$ cat config.mk
export PLATFORM = sky130hd
export DESIGN_NAME = pad_top
export DESIGN_NICKNAME = d
export VERILOG_FILES = /design/src/pad_pkg.sv /design/src/padring.sv /design/src/jtag_overlay_mux.sv /design/src/pad_ctrl.sv /design/src/pad_top.sv
export SDC_FILE = /design/constraint.sdc
export NUM_CORES = 1
export LEC_CHECK = 0
export ABC_AREA = 1
export ABC_CLOCK_PERIOD_IN_PS = 4200
export BUFFER_PORTS_ARGS = -buffer_cell sky130_fd_sc_hd__buf_2
export CORE_ASPECT_RATIO = 2
export CORE_UTILIZATION = 40
export CTS_CLUSTER_DIAMETER = 60
export DETAILED_ROUTE_END_ITERATION = 7
export HOLD_SLACK_MARGIN = 0.05
export PLACE_DENSITY = 0.65
export SYNTH_ARGS = -nofsm -noshare
export SYNTH_HDL_FRONTEND = slang
export SYNTH_HIERARCHICAL = 1
export SYNTH_SLANG_ARGS = --single-unit
$ cat constraint.sdc
create_clock -name clk_i -period 4.2 [get_ports clk_i]
set_input_delay 0.63 -clock clk_i [delete_from_list [all_inputs] [get_ports clk_i]]
set_output_delay 0.63 -clock clk_i [all_outputs]
set_load 0.02 [all_outputs]
$ cat src/pad_pkg.sv
//////////////////////////////////////////////////////////////////////
// Pad subsystem package
// Pad count, pad vectors, pad attributes and register port types
//////////////////////////////////////////////////////////////////////

package pad_pkg;

  //////////////////////////////////////////////////////////////////////
  // Pads
  //////////////////////////////////////////////////////////////////////

  parameter int NumPads = 16;

  // One bit per pad, used for in, out and oe
  typedef logic [NumPads-1:0] pad_vec_t;

  // Per-pad attributes
  typedef struct packed {
    logic open_drain;  // Pad only pulls low
    logic invert;      // Flips input and output data
  } pad_attr_t;

  typedef pad_attr_t [NumPads-1:0] pad_attr_vec_t;  // 32 bits for 16 pads

  //////////////////////////////////////////////////////////////////////
  // Register port
  //////////////////////////////////////////////////////////////////////

  typedef logic [31:0] data_t;

  // Register map, one word per register
  typedef enum logic [1:0] {
    ADDR_OUT  = 2'd0,  // Output data
    ADDR_OE   = 2'd1,  // Output enable
    ADDR_IN   = 2'd2,  // Synchronized input, read only
    ADDR_ATTR = 2'd3   // Two attribute bits per pad
  } reg_addr_e;

  // Request, qualified by a separate valid strobe
  typedef struct packed {
    logic      write;
    reg_addr_e addr;
    data_t     wdata;
  } reg_req_t;

  // Response, qualified by a separate valid strobe
  typedef struct packed {
    data_t rdata;
  } reg_rsp_t;

endpackage

$ cat src/padring.sv
//////////////////////////////////////////////////////////////////////
// Padring model
// Applies per-pad invert and open-drain, ties off unbonded pads
//////////////////////////////////////////////////////////////////////

`timescale 1ns/100ps

module padring #(
  // Bonded pads, the others are tied off
  parameter pad_pkg::pad_vec_t ConnectMask = '1
) (
  // Pad side
  input  pad_pkg::pad_vec_t      pad_in_i,
  output pad_pkg::pad_vec_t      pad_out_o,
  output pad_pkg::pad_vec_t      pad_oe_o,
  // Inner side
  output pad_pkg::pad_vec_t      in_o,
  input  pad_pkg::pad_vec_t      out_i,
  input  pad_pkg::pad_vec_t      oe_i,
  // Pad attributes
  input  pad_pkg::pad_attr_vec_t attr_i
);

  pad_pkg::pad_vec_t out_inv;  // Inner out after inversion

  //////////////////////////////////////////////////////////////////////
  // Per-pad attribute logic
  //////////////////////////////////////////////////////////////////////

  always_comb begin
    for (int i = 0; i < pad_pkg::NumPads; i++) begin
      out_inv[i] = out_i[i] ^ attr_i[i].invert;
      if (ConnectMask[i]) begin
        in_o[i] = pad_in_i[i] ^ attr_i[i].invert;
        if (attr_i[i].open_drain) begin
          // Drive low only, release the pad for a 1
          pad_out_o[i] = 1'b0;
          pad_oe_o[i]  = oe_i[i] & ~out_inv[i];
        end else begin
          pad_out_o[i] = out_inv[i];
          pad_oe_o[i]  = oe_i[i];
        end
      end else begin
        in_o[i]      = 1'b0;  // Unbonded pad reads 0
        pad_out_o[i] = 1'b0;
        pad_oe_o[i]  = 1'b0;  // and never drives
      end
    end
  end

  //////////////////////////////////////////////////////////////////////
  // Checks
  //////////////////////////////////////////////////////////////////////

  // An enabled open-drain pad means the inner side asked for a low level
  always_comb begin
    for (int i = 0; i < pad_pkg::NumPads; i++) begin
      assert final (!(attr_i[i].open_drain && pad_oe_o[i]) ||
                    (out_i[i] == attr_i[i].invert && !pad_out_o[i]))
        else $error("Open-drain pad %0d enabled while driving high", i);
    end
  end

endmodule

$ cat src/jtag_overlay_mux.sv
//////////////////////////////////////////////////////////////////////
// JTAG overlay mux
// Strap pad hands four pads over to JTAG, core sees tie-off values
//////////////////////////////////////////////////////////////////////

`timescale 1ns/100ps

module jtag_overlay_mux #(
  parameter int                JtagEnIdx    = 12,
  parameter int                TckIdx       = 8,
  parameter int                TmsIdx       = 9,
  parameter int                TdiIdx       = 10,
  parameter int                TdoIdx       = 11,
  // Core-side input values on the JTAG pads while JTAG owns them
  parameter pad_pkg::pad_vec_t TieOffValues = '0
) (
  input  logic              clk_i,  // Checks only
  input  logic              rst_i,
  // Core side
  input  pad_pkg::pad_vec_t out_core_i,
  input  pad_pkg::pad_vec_t oe_core_i,
  output pad_pkg::pad_vec_t in_core_o,
  // Padring side
  output pad_pkg::pad_vec_t out_padring_o,
  output pad_pkg::pad_vec_t oe_padring_o,
  input  pad_pkg::pad_vec_t in_padring_i,
  // JTAG
  output logic              jtag_tck_o,
  output logic              jtag_tms_o,
  output logic              jtag_tdi_o,
  input  logic              jtag_tdo_i
);

  // Pads taken over by JTAG
  localparam pad_pkg::pad_vec_t JtagMask = pad_pkg::pad_vec_t'(
      (1 << TckIdx) | (1 << TmsIdx) | (1 << TdiIdx) | (1 << TdoIdx));

  logic jtag_en;

  if (JtagEnIdx == TckIdx || JtagEnIdx == TmsIdx || JtagEnIdx == TdiIdx ||
      JtagEnIdx == TdoIdx) begin : gen_strap_idx_err
    $error("JTAG strap pad overlaps a JTAG pad");
  end

  assign jtag_en = in_padring_i[JtagEnIdx];  // Strap, active high

  //////////////////////////////////////////////////////////////////////
  // Overlay
  //////////////////////////////////////////////////////////////////////

  // Inward, JTAG pads replaced by tie-offs
  assign in_core_o = jtag_en ? ((in_padring_i & ~JtagMask) | (TieOffValues & JtagMask))
                             : in_padring_i;

  // Outward
  always_comb begin
    out_padring_o = out_core_i;
    oe_padring_o  = oe_core_i;
    if (jtag_en) begin
      // TCK, TMS and TDI are inputs only
      out_padring_o[TckIdx] = 1'b0;
      out_padring_o[TmsIdx] = 1'b0;
      out_padring_o[TdiIdx] = 1'b0;
      oe_padring_o[TckIdx]  = 1'b0;
      oe_padring_o[TmsIdx]  = 1'b0;
      oe_padring_o[TdiIdx]  = 1'b0;
      out_padring_o[TdoIdx] = jtag_tdo_i;
      oe_padring_o[TdoIdx]  = 1'b1;
    end
  end

  assign jtag_tck_o = jtag_en & in_padring_i[TckIdx];
  assign jtag_tms_o = jtag_en & in_padring_i[TmsIdx];
  assign jtag_tdi_o = jtag_en & in_padring_i[TdiIdx];

  //////////////////////////////////////////////////////////////////////
  // Checks
  //////////////////////////////////////////////////////////////////////

  // TDO pad must be driven for as long as the strap is high
  tdo_oe_a: assert property (@(posedge clk_i) disable iff (rst_i)
      in_padring_i[JtagEnIdx] |-> oe_padring_o[TdoIdx])
    else $error("TDO pad not enabled while JTAG is active");

endmodule

$ cat src/pad_ctrl.sv
//////////////////////////////////////////////////////////////////////
// Pad control core
// OUT, OE and ATTR registers behind a strobed register port,
// plus a two-flop synchronizer feeding the IN register
//////////////////////////////////////////////////////////////////////

`timescale 1ns/100ps

module pad_ctrl (
  input  logic                   clk_i,
  input  logic                   rst_i,
  // Register port
  input  logic                   reg_valid_i,
  input  pad_pkg::reg_req_t      reg_req_i,
  output logic                   rsp_valid_o,
  output pad_pkg::reg_rsp_t      rsp_o,
  // Pads, seen through the overlay mux
  input  pad_pkg::pad_vec_t      in_i,
  output pad_pkg::pad_vec_t      out_o,
  output pad_pkg::pad_vec_t      oe_o,
  output pad_pkg::pad_attr_vec_t attr_o
);

  localparam int AttrW = $bits(pad_pkg::pad_attr_vec_t);

  // Pad registers
  pad_pkg::pad_vec_t      out_q;
  pad_pkg::pad_vec_t      oe_q;
  pad_pkg::pad_attr_vec_t attr_q;

  // Input synchronizer, second stage is the IN register
  pad_pkg::pad_vec_t      in_meta_q;
  pad_pkg::pad_vec_t      in_q;

  // Register port
  logic                   wr_en;
  pad_pkg::data_t         cur_val;   // Addressed register, before the write
  pad_pkg::data_t         new_val;   // Addressed register, after the write
  logic                   rsp_valid_q;
  pad_pkg::reg_rsp_t      rsp_q;

  //////////////////////////////////////////////////////////////////////
  // Input synchronizer
  //////////////////////////////////////////////////////////////////////

  always_ff @(posedge clk_i) begin
    in_meta_q <= in_i;
    in_q      <= in_meta_q;
  end

  //////////////////////////////////////////////////////////////////////
  // Register writes
  //////////////////////////////////////////////////////////////////////

  assign wr_en = reg_valid_i & reg_req_i.write;

  always_ff @(posedge clk_i) begin
    if (rst_i) begin
      out_q  <= '0;
      oe_q   <= '0;
      attr_q <= '0;
    end else if (wr_en) begin
      case (reg_req_i.addr)
        pad_pkg::ADDR_OUT:  out_q  <= reg_req_i.wdata[pad_pkg::NumPads-1:0];
        pad_pkg::ADDR_OE:   oe_q   <= reg_req_i.wdata[pad_pkg::NumPads-1:0];
        pad_pkg::ADDR_ATTR: attr_q <= reg_req_i.wdata[AttrW-1:0];
        default: ;  // IN is read only
      endcase
    end
  end

  //////////////////////////////////////////////////////////////////////
  // Read data and response
  //////////////////////////////////////////////////////////////////////

  // Upper bits of the pad registers read as zero
  always_comb begin
    case (reg_req_i.addr)
      pad_pkg::ADDR_OUT: cur_val = pad_pkg::data_t'(out_q);
      pad_pkg::ADDR_OE:  cur_val = pad_pkg::data_t'(oe_q);
      pad_pkg::ADDR_IN:  cur_val = pad_pkg::data_t'(in_q);
      default:           cur_val = pad_pkg::data_t'(attr_q);
    endcase
  end

  // Write response echoes what the register now holds
  always_comb begin
    case (reg_req_i.addr)
      pad_pkg::ADDR_OUT,
      pad_pkg::ADDR_OE:   new_val = pad_pkg::data_t'(reg_req_i.wdata[pad_pkg::NumPads-1:0]);
      pad_pkg::ADDR_ATTR: new_val = pad_pkg::data_t'(reg_req_i.wdata[AttrW-1:0]);
      default:            new_val = cur_val;  // Write to IN dropped
    endcase
  end

  always_ff @(posedge clk_i) begin
    if (rst_i) begin
      rsp_valid_q <= 1'b0;
    end else begin
      rsp_valid_q <= reg_valid_i;  // Every request answered next cycle
    end
  end

  always_ff @(posedge clk_i) begin
    if (reg_valid_i) begin
      rsp_q.rdata <= reg_req_i.write ? new_val : cur_val;
    end
  end

  assign rsp_valid_o = rsp_valid_q;
  assign rsp_o       = rsp_q;
  assign out_o       = out_q;
  assign oe_o        = oe_q;
  assign attr_o      = attr_q;

  //////////////////////////////////////////////////////////////////////
  // Checks
  //////////////////////////////////////////////////////////////////////

  // Response only in the cycle after a request
  rsp_after_req_a: assert property (@(posedge clk_i) disable iff (rst_i)
      rsp_valid_o |-> $past(reg_valid_i))
    else $error("Response without a request");

endmodule

$ cat src/pad_top.sv
//////////////////////////////////////////////////////////////////////
// Pad subsystem top
// Padring, JTAG overlay mux and pad control core
//////////////////////////////////////////////////////////////////////

`timescale 1ns/100ps

module pad_top #(
  parameter pad_pkg::pad_vec_t ConnectMask  = 16'h3FFF,  // Pads 14, 15 unbonded
  parameter int                JtagEnIdx    = 12,
  parameter int                TckIdx       = 8,
  parameter int                TmsIdx       = 9,
  parameter int                TdiIdx       = 10,
  parameter int                TdoIdx       = 11,
  parameter pad_pkg::pad_vec_t TieOffValues = 16'h0200   // TMS held high
) (
  input  logic              clk_i,
  input  logic              rst_i,
  // Pads
  input  pad_pkg::pad_vec_t pad_in_i,
  output pad_pkg::pad_vec_t pad_out_o,
  output pad_pkg::pad_vec_t pad_oe_o,
  // Register port
  input  logic              reg_valid_i,
  input  pad_pkg::reg_req_t reg_req_i,
  output logic              rsp_valid_o,
  output pad_pkg::reg_rsp_t rsp_o,
  // JTAG
  output logic              jtag_tck_o,
  output logic              jtag_tms_o,
  output logic              jtag_tdi_o,
  input  logic              jtag_tdo_i
);

  pad_pkg::pad_vec_t      out_core, oe_core, in_core;
  pad_pkg::pad_vec_t      out_padring, oe_padring, in_padring;
  pad_pkg::pad_attr_vec_t attr;

  //////////////////////////////////////////////////////////////////////
  // Padring
  //////////////////////////////////////////////////////////////////////

  padring #(
    .ConnectMask ( ConnectMask )
  ) i_padring (
    .pad_in_i  ( pad_in_i    ),
    .pad_out_o ( pad_out_o   ),
    .pad_oe_o  ( pad_oe_o    ),
    .in_o      ( in_padring  ),
    .out_i     ( out_padring ),
    .oe_i      ( oe_padring  ),
    .attr_i    ( attr        )
  );

  //////////////////////////////////////////////////////////////////////
  // JTAG overlay
  //////////////////////////////////////////////////////////////////////

  jtag_overlay_mux #(
    .JtagEnIdx    ( JtagEnIdx    ),
    .TckIdx       ( TckIdx       ),
    .TmsIdx       ( TmsIdx       ),
    .TdiIdx       ( TdiIdx       ),
    .TdoIdx       ( TdoIdx       ),
    .TieOffValues ( TieOffValues )
  ) i_jtag_overlay_mux (
    .clk_i         ( clk_i       ),
    .rst_i         ( rst_i       ),
    .out_core_i    ( out_core    ),
    .oe_core_i     ( oe_core     ),
    .in_core_o     ( in_core     ),
    .out_padring_o ( out_padring ),
    .oe_padring_o  ( oe_padring  ),
    .in_padring_i  ( in_padring  ),
    .jtag_tck_o    ( jtag_tck_o  ),
    .jtag_tms_o    ( jtag_tms_o  ),
    .jtag_tdi_o    ( jtag_tdi_o  ),
    .jtag_tdo_i    ( jtag_tdo_i  )
  );

  //////////////////////////////////////////////////////////////////////
  // Pad control core
  //////////////////////////////////////////////////////////////////////

  pad_ctrl i_pad_ctrl (
    .clk_i       ( clk_i       ),
    .rst_i       ( rst_i       ),
    .reg_valid_i ( reg_valid_i ),
    .reg_req_i   ( reg_req_i   ),
    .rsp_valid_o ( rsp_valid_o ),
    .rsp_o       ( rsp_o       ),
    .in_i        ( in_core     ),
    .out_o       ( out_core    ),
    .oe_o        ( oe_core     ),
    .attr_o      ( attr        )
  );

endmodule

# After elaboration in Yosys (flattened, before gate mapping)
# Index checks and enable logic that the tools add are counted.
# totals
reg_bits	125
inputBits	55
out_inout_bits	68
word_cells	141
# classes
n_eq_ne	3
n_mux	34
bitwise_logic	60
reduce_logical	5
# op_table
op	count
one-hot mux 32 bit (3 select lines)	1
one-hot mux 32 bit (2 select lines)	1
2-to-1 mux 32 bit	1
2-to-1 mux 1 bit	28
bitwise XOR 1 bit	28
bitwise AND 1 bit	18
NOT 1 bit	14
2-to-1 mux 13 bit	1
2-to-1 mux 4 bit	2
AND reduction 2 bit	3
equality test 2 bit, second input constant	2
equality test 2 x 1 -> 1 bit, second input constant	1
logical NOT 2 bit	1
OR reduction 2 bit	1

# Depth between registers and ports, before layout
# Gate-level depths: netlist of run 1.
# depth
depth_word	6
mapped_depth	9
ltp_nobuf	9

# By module
# Netlist of run 1, hierarchy kept.
# by_module_without_submodules
mod	instances	cells_each	area_per_inst_um2
pad_ctrl	1	563	4765.8
padring	1	147	661.9
jtag_overlay_mux	1	67	401.6

# Worst setup path before layout of run 1
# No wires, ideal clock.
# synth_timing
path_type	input to output
from	input pad_in_i[12]
to	output pad_out_o[10]
arrival_time_ns	1.636
t_required_ns	3.570
setup_slack_ns	1.934
cell_stages	6
n_path_buf	1
path_cell_list	xor2_1 -> buf_6 -> nor2_1 -> nand2_1 -> nand2_1 -> nor2_1
# synth_via
elab_chain_len	4
# synth_rtl
element	line_no	text
start: declaration	pad_top.sv:20	input pad_pkg::pad_vec_t pad_in_i,
bitwise XOR 1 bit	padring.sv:34	in_o[i] = pad_in_i[i] ^ attr_i[i].invert;
2-to-1 mux 4 bit	jtag_overlay_mux.sv:59	if (jtag_en) begin
via out_padring[10]	pad_top.sv:36	pad_pkg::pad_vec_t out_padring, oe_padring, in_padring;
bitwise XOR 1 bit	padring.sv:32	out_inv[i] = out_i[i] ^ attr_i[i].invert;
2-to-1 mux 1 bit	padring.sv:35	if (attr_i[i].open_drain) begin
end: declaration	pad_top.sv:21	output pad_pkg::pad_vec_t pad_out_o,
# The timed path passes the listed nets, and every way through them passes these cells.

# Worst setup path after layout of run 1
# layout_timing
from	input reg_req_i[32] in the netlist's numbering
to	register i_pad_ctrl.rsp_q (netlist bit i_pad_ctrl/rsp_o[11]), data pin
# layout_via
elab_chain_len	4
word_cells_on_any_way	8
classes_between	eq/ne: 3; mux: 3; reduce/logical: 2
# layout_rtl
element	line_no	text
start: declaration	pad_top.sv:25	input pad_pkg::reg_req_t reg_req_i,
equality test 2 bit (tied with other cells)	pad_ctrl.sv:78	case (reg_req_i.addr)
one-hot mux 32 bit (3 select lines) / OR reduction 2 bit (equally long branches)	pad_ctrl.sv:78, pad_ctrl.sv:88	
one-hot mux 32 bit (2 select lines)	pad_ctrl.sv:88	case (reg_req_i.addr)
2-to-1 mux 32 bit (*)	pad_ctrl.sv:106	rsp_q.rdata <= reg_req_i.write ? new_val : cur_val;
end: declaration	pad_ctrl.sv:40	pad_pkg::reg_rsp_t rsp_q;
# Every way passes the cells marked *; elsewhere a longest branch is shown, timed or not.
# A chain may end at the register's enable or synchronous reset.

==> impl_metrics.toml, run 1 <==
[clock_network]
cts_buffers = 17
cts_root_buf = "clkbuf_16"
ctsHoldBuffers = 0
cts.sinks = 129
clk_latency_ns = 0.41
clk_pin_slew_ns = 0.06
cts_resized = 0
tritoncts = "built"
post_cts_buffers = 0
ctsHtreeMaxLevel = 4
cts.path.max_buffers = 2

[power_and_ir_drop]
clockPowerShare_pct = 46.2
power_per_cell_area_nw_per_um2 = 465
p_sw_uw = 827
p_seq_share_pct = 43.7
combPwrFrac_pct = 10.1
leakagePower_uw = 0.00322
ir_worst_vdd_uv = 264
p_int_uw = 2330
switching_share_pct = 26.2

[global_routing]
antenna_found_initial = 0
gr-usage-all-layers_pct = 21.6
grt_start_max_net_pins = 65
grt_pass1_wl_um = 24100
overflow = 0
grt_pass1_vias = 4793

[drt]
vias = 4985
ant_nets = 0
wire_per_inst_um = 14.7
via_per_inst = 4.76
drc = 0
routed_wirelength_um = 15400
detail_route.iter0.violations = 285
dr.pass1.iters = 4

[sta]
skew_ns = 0.00630
setup_viol = 0
drv_slew = 0
hold-worst-slack_ns = 0.323
period_needed_ns = 2.52
finalSetupTns_ns = 0
timing.final.crit_share_pct = 59.9
grt_setup_unrepaired = "no"
timing.fmax_ghz = 0.397
final_hold_viol_count = 0
relSlewSlack_pct = 20.6
tightest_slew_ns = 1.19

[critical_path]
endpoint_kind = "flip-flop"
crit_type = "input pin to flip-flop"
cp_max_fo = 32
crit_slowest_cell = "nand2_1"
cp-start-kind = "input pin"
max_stage_delay_ns = 0.88
cp.arrival_ns = 2.68
critical_path.cell_chain = "buf_2 -> inv_2 -> nand2_1 -> nand2_1 -> nand2_1 -> nor2_1 -> nor2_1"
cpMostUsedCell = "nand2_1"
required_ns = 4.36

[placed_design]
place_hpwl_um = 9910
gp_congestion = 0.764
port_buffers = 116

[final_layout]
antenna_cells = 0
areaGrowthSynthToFinish_pct = 17.1
drive_gt1_share_pct = 19.2
final_nets = 901
final_cell_mix = "nor2_1, buf_2, nand2_1, dfxtp_1, nand3_1"
final_common_cell = "nor2_1"

[synthesis]
syn_inst = 773
synth.avg_cell_area_um2 = 7.50
synth_warnings = 6
syn_area_um2 = 5800

[die]
initial_utilization_pct = 41.3
rows = 61
core_um2 = 14000
dieArea_um2 = 15000
ioPinCount = 123
die_w_um = 87.1
die_h_um = 172

[hold_path]
min_path_type = "flip-flop to flip-flop"

[run_status]
status = "finished, final reports clean"

[job]
cap_violations = 0
## metal layers
layer  share of wire (%)  up-vias  global-route usage, %
li1                    -     2532                      -
met1                  38     2285                   21.8
met2                  55      143                   41.3
met3                 4.8       25                   4.20
met4                 2.4        0                   10.3
met5                   0        -                      0
## cell type report
type	count	area (um^2)
Clock buffer	18	429
Clock inverter	14	158
Fill cell	1468	7250
Inverter	65	244
Multi-Input combinational cell	514	2220
Sequential cell	129	2900
Tap cell	189	236
Timing Repair Buffer	119	603
## power groups by stage
stage / clock (uW) / sequential [uW] / combinational (uW)
floorplan: 0 / 1430 / 201
global placement: 0 / 1410 / 318
detailed placement: 0 / 1410 / 321
CTS: 1480 / 1380 / 322
global route: 1540 / 1390 / 354
finish: 1460 / 1380 / 319
## critical path, delay by kind of cell
family                 cells  cell delay, ns
AND/OR/NAND/NOR            5            1.33
buffers and inverters      2            0.68
## registers in the layout (all words and copies together), names as in the netlist
name	count
i_pad_ctrl/attr_o	32
i_pad_ctrl/in_meta_q	16
i_pad_ctrl/in_q	16
i_pad_ctrl/oe_o	16
i_pad_ctrl/out_o	16
i_pad_ctrl/rsp_o	32
i_pad_ctrl/rsp_valid_o	1
## per-stage QoR
stage	area (um^2)	setup slack, ns	util, %	instances	total power [uW]
floorplan	5820	1.93	-	778	1630
global placement	6200	1.30	44.2	1016	1720
detailed placement	6200	1.29	44.2	1016	1730
CTS	6790	1.72	48.4	1048	3180
global route	6790	1.56	48.4	1048	3280
finish	6790	1.68	48.4	1048	3160
## final timing paths
check	startpoint	endpoint	slack [ns]	depth (start not counted)
hold / removal	i_pad_ctrl/in_meta_q[13]	i_pad_ctrl/in_q[13]	0.32	0
hold reg to reg	i_pad_ctrl/in_meta_q[13]	i_pad_ctrl/in_q[13]	0.32	0
setup / recovery	reg_req_i[32]	i_pad_ctrl/rsp_o[11]	1.68	7
setup reg to reg	i_pad_ctrl/attr_o[24]	i_pad_ctrl/in_meta_q[9]	3.14	3
(Power assumes the default switching activity.)
==> inputs of run 2 (changes only) <==
- ABC_CLOCK_PERIOD_IN_PS: 4200 -> 2100
- PLACE_DENSITY: 0.65 -> 0.67
- clock period: 4.2 -> 2.1 ns (I/O delays scaled with it)
==> run 2 against run 1 <==
Cell area is 4.2% higher; global-route usage is 0.14 points lower; critical path type is now flip-flop to primary output; worst setup slack worse by 1.6 ns; register-to-register slack worse by 2.3 ns; non-clock buffer count is 19 higher; largest cell class unchanged; highest routed layer unchanged; clock skew is 0.0017 ns higher; core utilization is 2.0 points higher; die area stayed put; final cell count is 1.8% higher; first-iteration DRC count is 19% lower.
==> impl_metrics.toml, run 2 (synthesis results as in run 1) <==
[critical_path]
cpMostUsedCell = "nand2_2"
cp_max_fo = 6
rrSetupSlack_ns = 0.89
path_delay_family = "flip-flops"
cp-start-kind = "flip-flop"
path_buf_inv = 4
cp.arrival_ns = 1.71
endpoint_kind = "primary output"
crit_slowest_cell = "dfxtp_4"
rr_worst_depth = 4
timing.rr.start = "i_pad_ctrl/attr_o[24]"
r2r_end = "i_pad_ctrl/in_meta_q[9]"
required_ns = 1.78
crit_type = "flip-flop to primary output"
max_stage_delay_ns = 0.39
critical_path.cell_chain = "xor2_4 -> buf_6 -> inv_2 -> nand2_2 -> nand2_2 -> nand2_2 -> nand3_2 -> nand2_2 -> inv_2 -> buf_6"

[drt]
drc = 0
routed_wirelength_um = 15800
dr.pass1.iters = 4
detail_route.iter0.violations = 230
wire_per_inst_um = 14.8
ant_nets = 0
vias = 5083
via_per_inst = 4.76

[power_and_ir_drop]
p_seq_share_pct = 42.1
power_per_cell_area_nw_per_um2 = 927
ir_worst_vdd_uv = 517
clockPowerShare_pct = 47.4
p_int_uw = 4940
leakagePower_uw = 0.00335
switching_share_pct = 24.8
p_sw_uw = 1630
combPwrFrac_pct = 10.6

[sta]
timing.fmax_ghz = 0.495
grt_setup_unrepaired = "yes"
setup_ws_ns = 0.0793
skew_ns = 0.00805
tightest_slew_ns = 0.704
final_hold_viol_count = 0
relSlewSlack_pct = 53.0
drv_slew = 0
setup_viol = 0
timing.final.crit_share_pct = 96.2
period_needed_ns = 2.02

[clock_network]
cts_root_buf = "clkbuf_16"
cts.path.max_buffers = 2
ctsHoldBuffers = 0
clk_pin_slew_ns = 0.06
cts_buffers = 17
ctsHtreeMaxLevel = 4
tritoncts = "built"
clk_latency_ns = 0.41
cts.sinks = 129

[global_routing]
overflow = 0
grt_pass1_vias = 4849
grt_pass1_wl_um = 24000
antenna_found_initial = 0
gr-usage-all-layers_pct = 21.5
grt_start_max_net_pins = 34

[hold_path]
hold_depth = 2
min_to = "i_pad_ctrl/rsp_valid_o"
hp-start = "rst_i"
min_path_type = "input pin to flip-flop"

[die]
ioPinCount = 123
rows = 61
core_um2 = 14000
die_w_um = 87.1
dieArea_um2 = 15000
die_h_um = 172
initial_utilization_pct = 41.3

[final_layout]
final_cell_mix = "nor2_1, buf_2, nand2_1, dfxtp_1, nand3_1"
fin_cells = 1067
final_cell_area_um2 = 7080
final_nets = 920
final_common_cell = "nor2_1"
areaGrowthSynthToFinish_pct = 22.0
antenna_cells = 0
drive_gt1_share_pct = 23.1

[job]
cap_violations = 0

[placed_design]
post_dp_cell_area_um2 = 6330
place_hpwl_um = 10500
port_buffers = 116
gp_congestion = 0.800
post-place-ws_ns = 0.238
dpl.cell_count = 1031

[run_status]
status = "finished, final reports clean"
run 2: cell count changes in the layout (fill, tap and decap cells not counted), moves of 3 or more:
cell | before | now
inv_6 | 4 | 1
nor2_2 | 0 | 4
nand2_2 | 2 | 9
inv_1 | 56 | 53
buf_2 | 116 | 112
buf_4 | 3 | 23
nor2_1 | 232 | 227
inv_2 | 9 | 12
nand2_1 | 112 | 105
run 2: per-layer routing:
| layer | up-vias | GRT usage [%] | share of wire [%] |
|---|---|---|---|
| met5 | - | 0 | 0 |
| met4 | 0 | 10.5 | 2.2 |
| met3 | 25 | 3.91 | 4.7 |
| met2 | 158 | 40.7 | 56 |
| met1 | 2332 | 22.0 | 37 |
| li1 | 2568 | - | - |
run 2: through the flow:
stage	power [uW]	TNS, ns	utilization [%]	hold WS, ns
after global routing	6780	-0.0949	50.4	0.0736
final	6560	0	50.4	0.0830
after detailed placement	3480	0	45.1	0.312
after global placement	3470	0	45.1	0.310
after CTS	6590	0	49.6	0.0689
after floorplan	3250	0	-	0.310
run 2: worst max path at each step:
stage	startpoint	to	slack (ns)	cells past startpoint
2_1_floorplan	i_pad_ctrl/attr_o[24]	pad_out_o[10]	0.39	6
3_3_place_gp	reg_req_i[32]	i_pad_ctrl/out_o[1]	0.26	6
3_5_place_dp	reg_req_i[32]	i_pad_ctrl/out_o[10]	0.24	6
4_1_cts	i_pad_ctrl/attr_o[24]	pad_oe_o[11]	0.02	11
5_1_grt	i_pad_ctrl/attr_o[24]	pad_out_o[9]	-0.03	8
6_report	i_pad_ctrl/attr_o[24]	pad_oe_o[11]	0.08	10
run 2: final cells by class:
| type | instances | area [um^2] |
|---|---|---|
| Clock buffer | 21 | 482 |
| Clock inverter | 11 | 151 |
| Fill cell | 1455 | 6970 |
| Inverter | 65 | 244 |
| Multi-Input combinational cell | 514 | 2280 |
| Sequential cell | 129 | 2910 |
| Tap cell | 189 | 236 |
| Timing Repair Buffer | 138 | 776 |
run 2: power groups by stage:
| stage | clock network, uW | logic (uW) | registers [uW] |
|---|---|---|---|
| floorplan | 0 | 403 | 2850 |
| global placement | 0 | 657 | 2810 |
| detailed placement | 0 | 665 | 2810 |
| CTS | 3160 | 669 | 2760 |
| global route | 3240 | 767 | 2780 |
| finish | 3110 | 694 | 2760 |
run 2: repair_timing:
action,in CTS,in global routing
resized for setup,2,27
endpoints found under the setup margin,3,6
gates cloned,0,1
setup buffers,0,3
pin swaps,0,7
==> inputs of run 3 (changes only) <==
- CORE_UTILIZATION: 40 -> 49
- PLACE_DENSITY: 0.67 -> 0.79
==> run 3 against run 2 <==
Via count up 3.4%; sequential share of layout area increased by 0.82 points; worst setup slack improved by 0.0062 ns; sequential power is essentially flat; cell area fell by 2.0%; count of clock-buffer cells in the layout is the same; hold slack improved by 0.0031 ns; highest routed layer unchanged.
==> impl_metrics.toml, run 3 (synthesis results as in run 1) <==
[power_and_ir_drop]
p_int_uw = 4820
combPwrFrac_pct = 10.8
p_seq_share_pct = 43.3
p_sw_uw = 1560
leakagePower_uw = 0.00333
ir_worst_vdd_uv = 682
clockPowerShare_pct = 45.9
switching_share_pct = 24.5
power_per_cell_area_nw_per_um2 = 919

[sta]
timing.fmax_ghz = 0.496
setup_viol = 0
period_needed_ns = 2.01
skew_ns = 0.00730
relSlewSlack_pct = 54.2
setup_ws_ns = 0.0855
final_hold_viol_count = 0
tightest_slew_ns = 0.686
timing.final.crit_share_pct = 95.9
drv_slew = 0

[critical_path]
endpoint_kind = "primary output"
cp.arrival_ns = 1.70
required_ns = 1.78
cp-start-kind = "flip-flop"
rrSetupSlack_ns = 0.93
crit_type = "flip-flop to primary output"
cp_max_fo = 8

[die]
die_w_um = 78.9
initial_utilization_pct = 50.8
ioPinCount = 123
rows = 55
core_um2 = 11400
dieArea_um2 = 12300
die_h_um = 156

[placed_design]
port_buffers = 116
place_hpwl_um = 9790
post_dp_cell_area_um2 = 6250
gp_congestion = 0.813
post-place-ws_ns = 0.247

[final_layout]
fill_cells = 1052
fin_util_pct = 60.7
final_cell_area_um2 = 6940
final_nets = 916
final_cell_mix = "nor2_1, buf_2, nand2_1, dfxtp_1, nand3_1"
final_common_cell = "nor2_1"
areaGrowthSynthToFinish_pct = 19.7
drive_gt1_share_pct = 20.9
multi_input_area_um2 = 2250
seqCellArea_um2 = 2910

[drt]
detail_route.iter0.violations = 380
dr.pass1.iters = 6
via_per_inst = 5.16
routed_wirelength_um = 15300
wire_per_inst_um = 15.0
vias = 5255
drc = 0
ant_nets = 0

[global_routing]
grt_pass1_vias = 4889
antenna_found_initial = 2
grt_pass1_wl_um = 23700
grt_start_max_net_pins = 65
gr-usage-all-layers_pct = 25.6
overflow = 0

[clock_network]
cts.sinks = 129
clk_pin_slew_ns = 0.06
ctsHoldBuffers = 0
cts.path.max_buffers = 2
cts_buffers = 17
clk_latency_ns = 0.41
cts_root_buf = "clkbuf_16"
ctsHtreeMaxLevel = 4
tritoncts = "built"

[hold_path]
min_path_type = "input pin to flip-flop"

[run_status]
status = "finished, final reports clean"

[job]
cap_violations = 0
[run 3: changes by cell type in the layout (fill, tap and decap cells not counted), moves of 3 or more]
| cell | delta |
|---|---|
| nand2_1 | +6 |
| nand2_2 | -6 |
| buf_4 | -4 |
| clkinv_2 | +4 |
| inv_1 | +3 |
| inv_2 | -3 |
| nor2_1 | +3 |
| nor2_2 | -3 |
[run 3: per-layer routing]
layer  global-route usage (%)  vias up  wire (um)
met1                     26.7     2407       5500
met5                        0        -          0
met4                     15.0        0        545
li1                         -     2556          -
met2                     45.9      248       8310
met3                     5.79       44        945
[run 3: path summary, 6_finish.rpt]
check                                             start                 endpoint  depth (start not counted)
worst min-delay path                              rst_i   i_pad_ctrl/rsp_valid_o                          2
worst max register to register    i_pad_ctrl/attr_o[24]  i_pad_ctrl/in_meta_q[9]                          4
worst min register to register  i_pad_ctrl/in_meta_q[7]       i_pad_ctrl/in_q[7]                          0
worst max-delay path              i_pad_ctrl/attr_o[24]             pad_oe_o[11]                         11
[run 3: power groups by stage]
| stage | Clock, uW | Sequential (uW) | Combinational [uW] |
|---|---|---|---|
| after global placement | 0 | 2810 | 643 |
| after CTS | 2970 | 2760 | 661 |
| after detailed placement | 0 | 2810 | 656 |
| after floorplan | 0 | 2850 | 403 |
| final | 2930 | 2760 | 686 |
| after global routing | 3080 | 2770 | 752 |
[run 3: worst max-delay path: stages (launching register included)]
cell and delay (ns):
dfxtp_4 0.37, xor2_4 0.19, buf_12 0.15, inv_1 0.05, nand2_1 0.04, nand2_1 0.07, inv_1 0.04, nand2_1 0.07
nand3_1 0.07, nand2_1 0.07, inv_1 0.04, buf_2 0.14
[run 3: metrics by stage]
| step | total power, uW | std cells | hold WS (ns) | TNS [ns] |
|---|---|---|---|---|
| after floorplan | 3250 | 778 | 0.310 | 0 |
| after global placement | 3450 | 980 | 0.310 | 0 |
| after detailed placement | 3470 | 980 | 0.312 | 0 |
| after CTS | 6390 | 1012 | 0.0763 | 0 |
| after global routing | 6600 | 1018 | 0.0762 | -0.0180 |
| final | 6370 | 1018 | 0.0861 | 0 |
[run 3: final cells by class]
type	instances	area share, %
flip-flops and latches	129	41.9
diodes	2	0.0721
repair buffers	134	11.1
clock inverters	11	1.98
well taps	142	2.56
multi-input cells	514	32.4
clock buffers	21	6.49
inverters	65	3.52
[run 3: repair_timing]
action	CTS	global route
gates cloned	0	1
buffers inserted	0	3
endpoints found under the setup margin	2	4
pin swaps	0	2
gates resized for setup	2	10
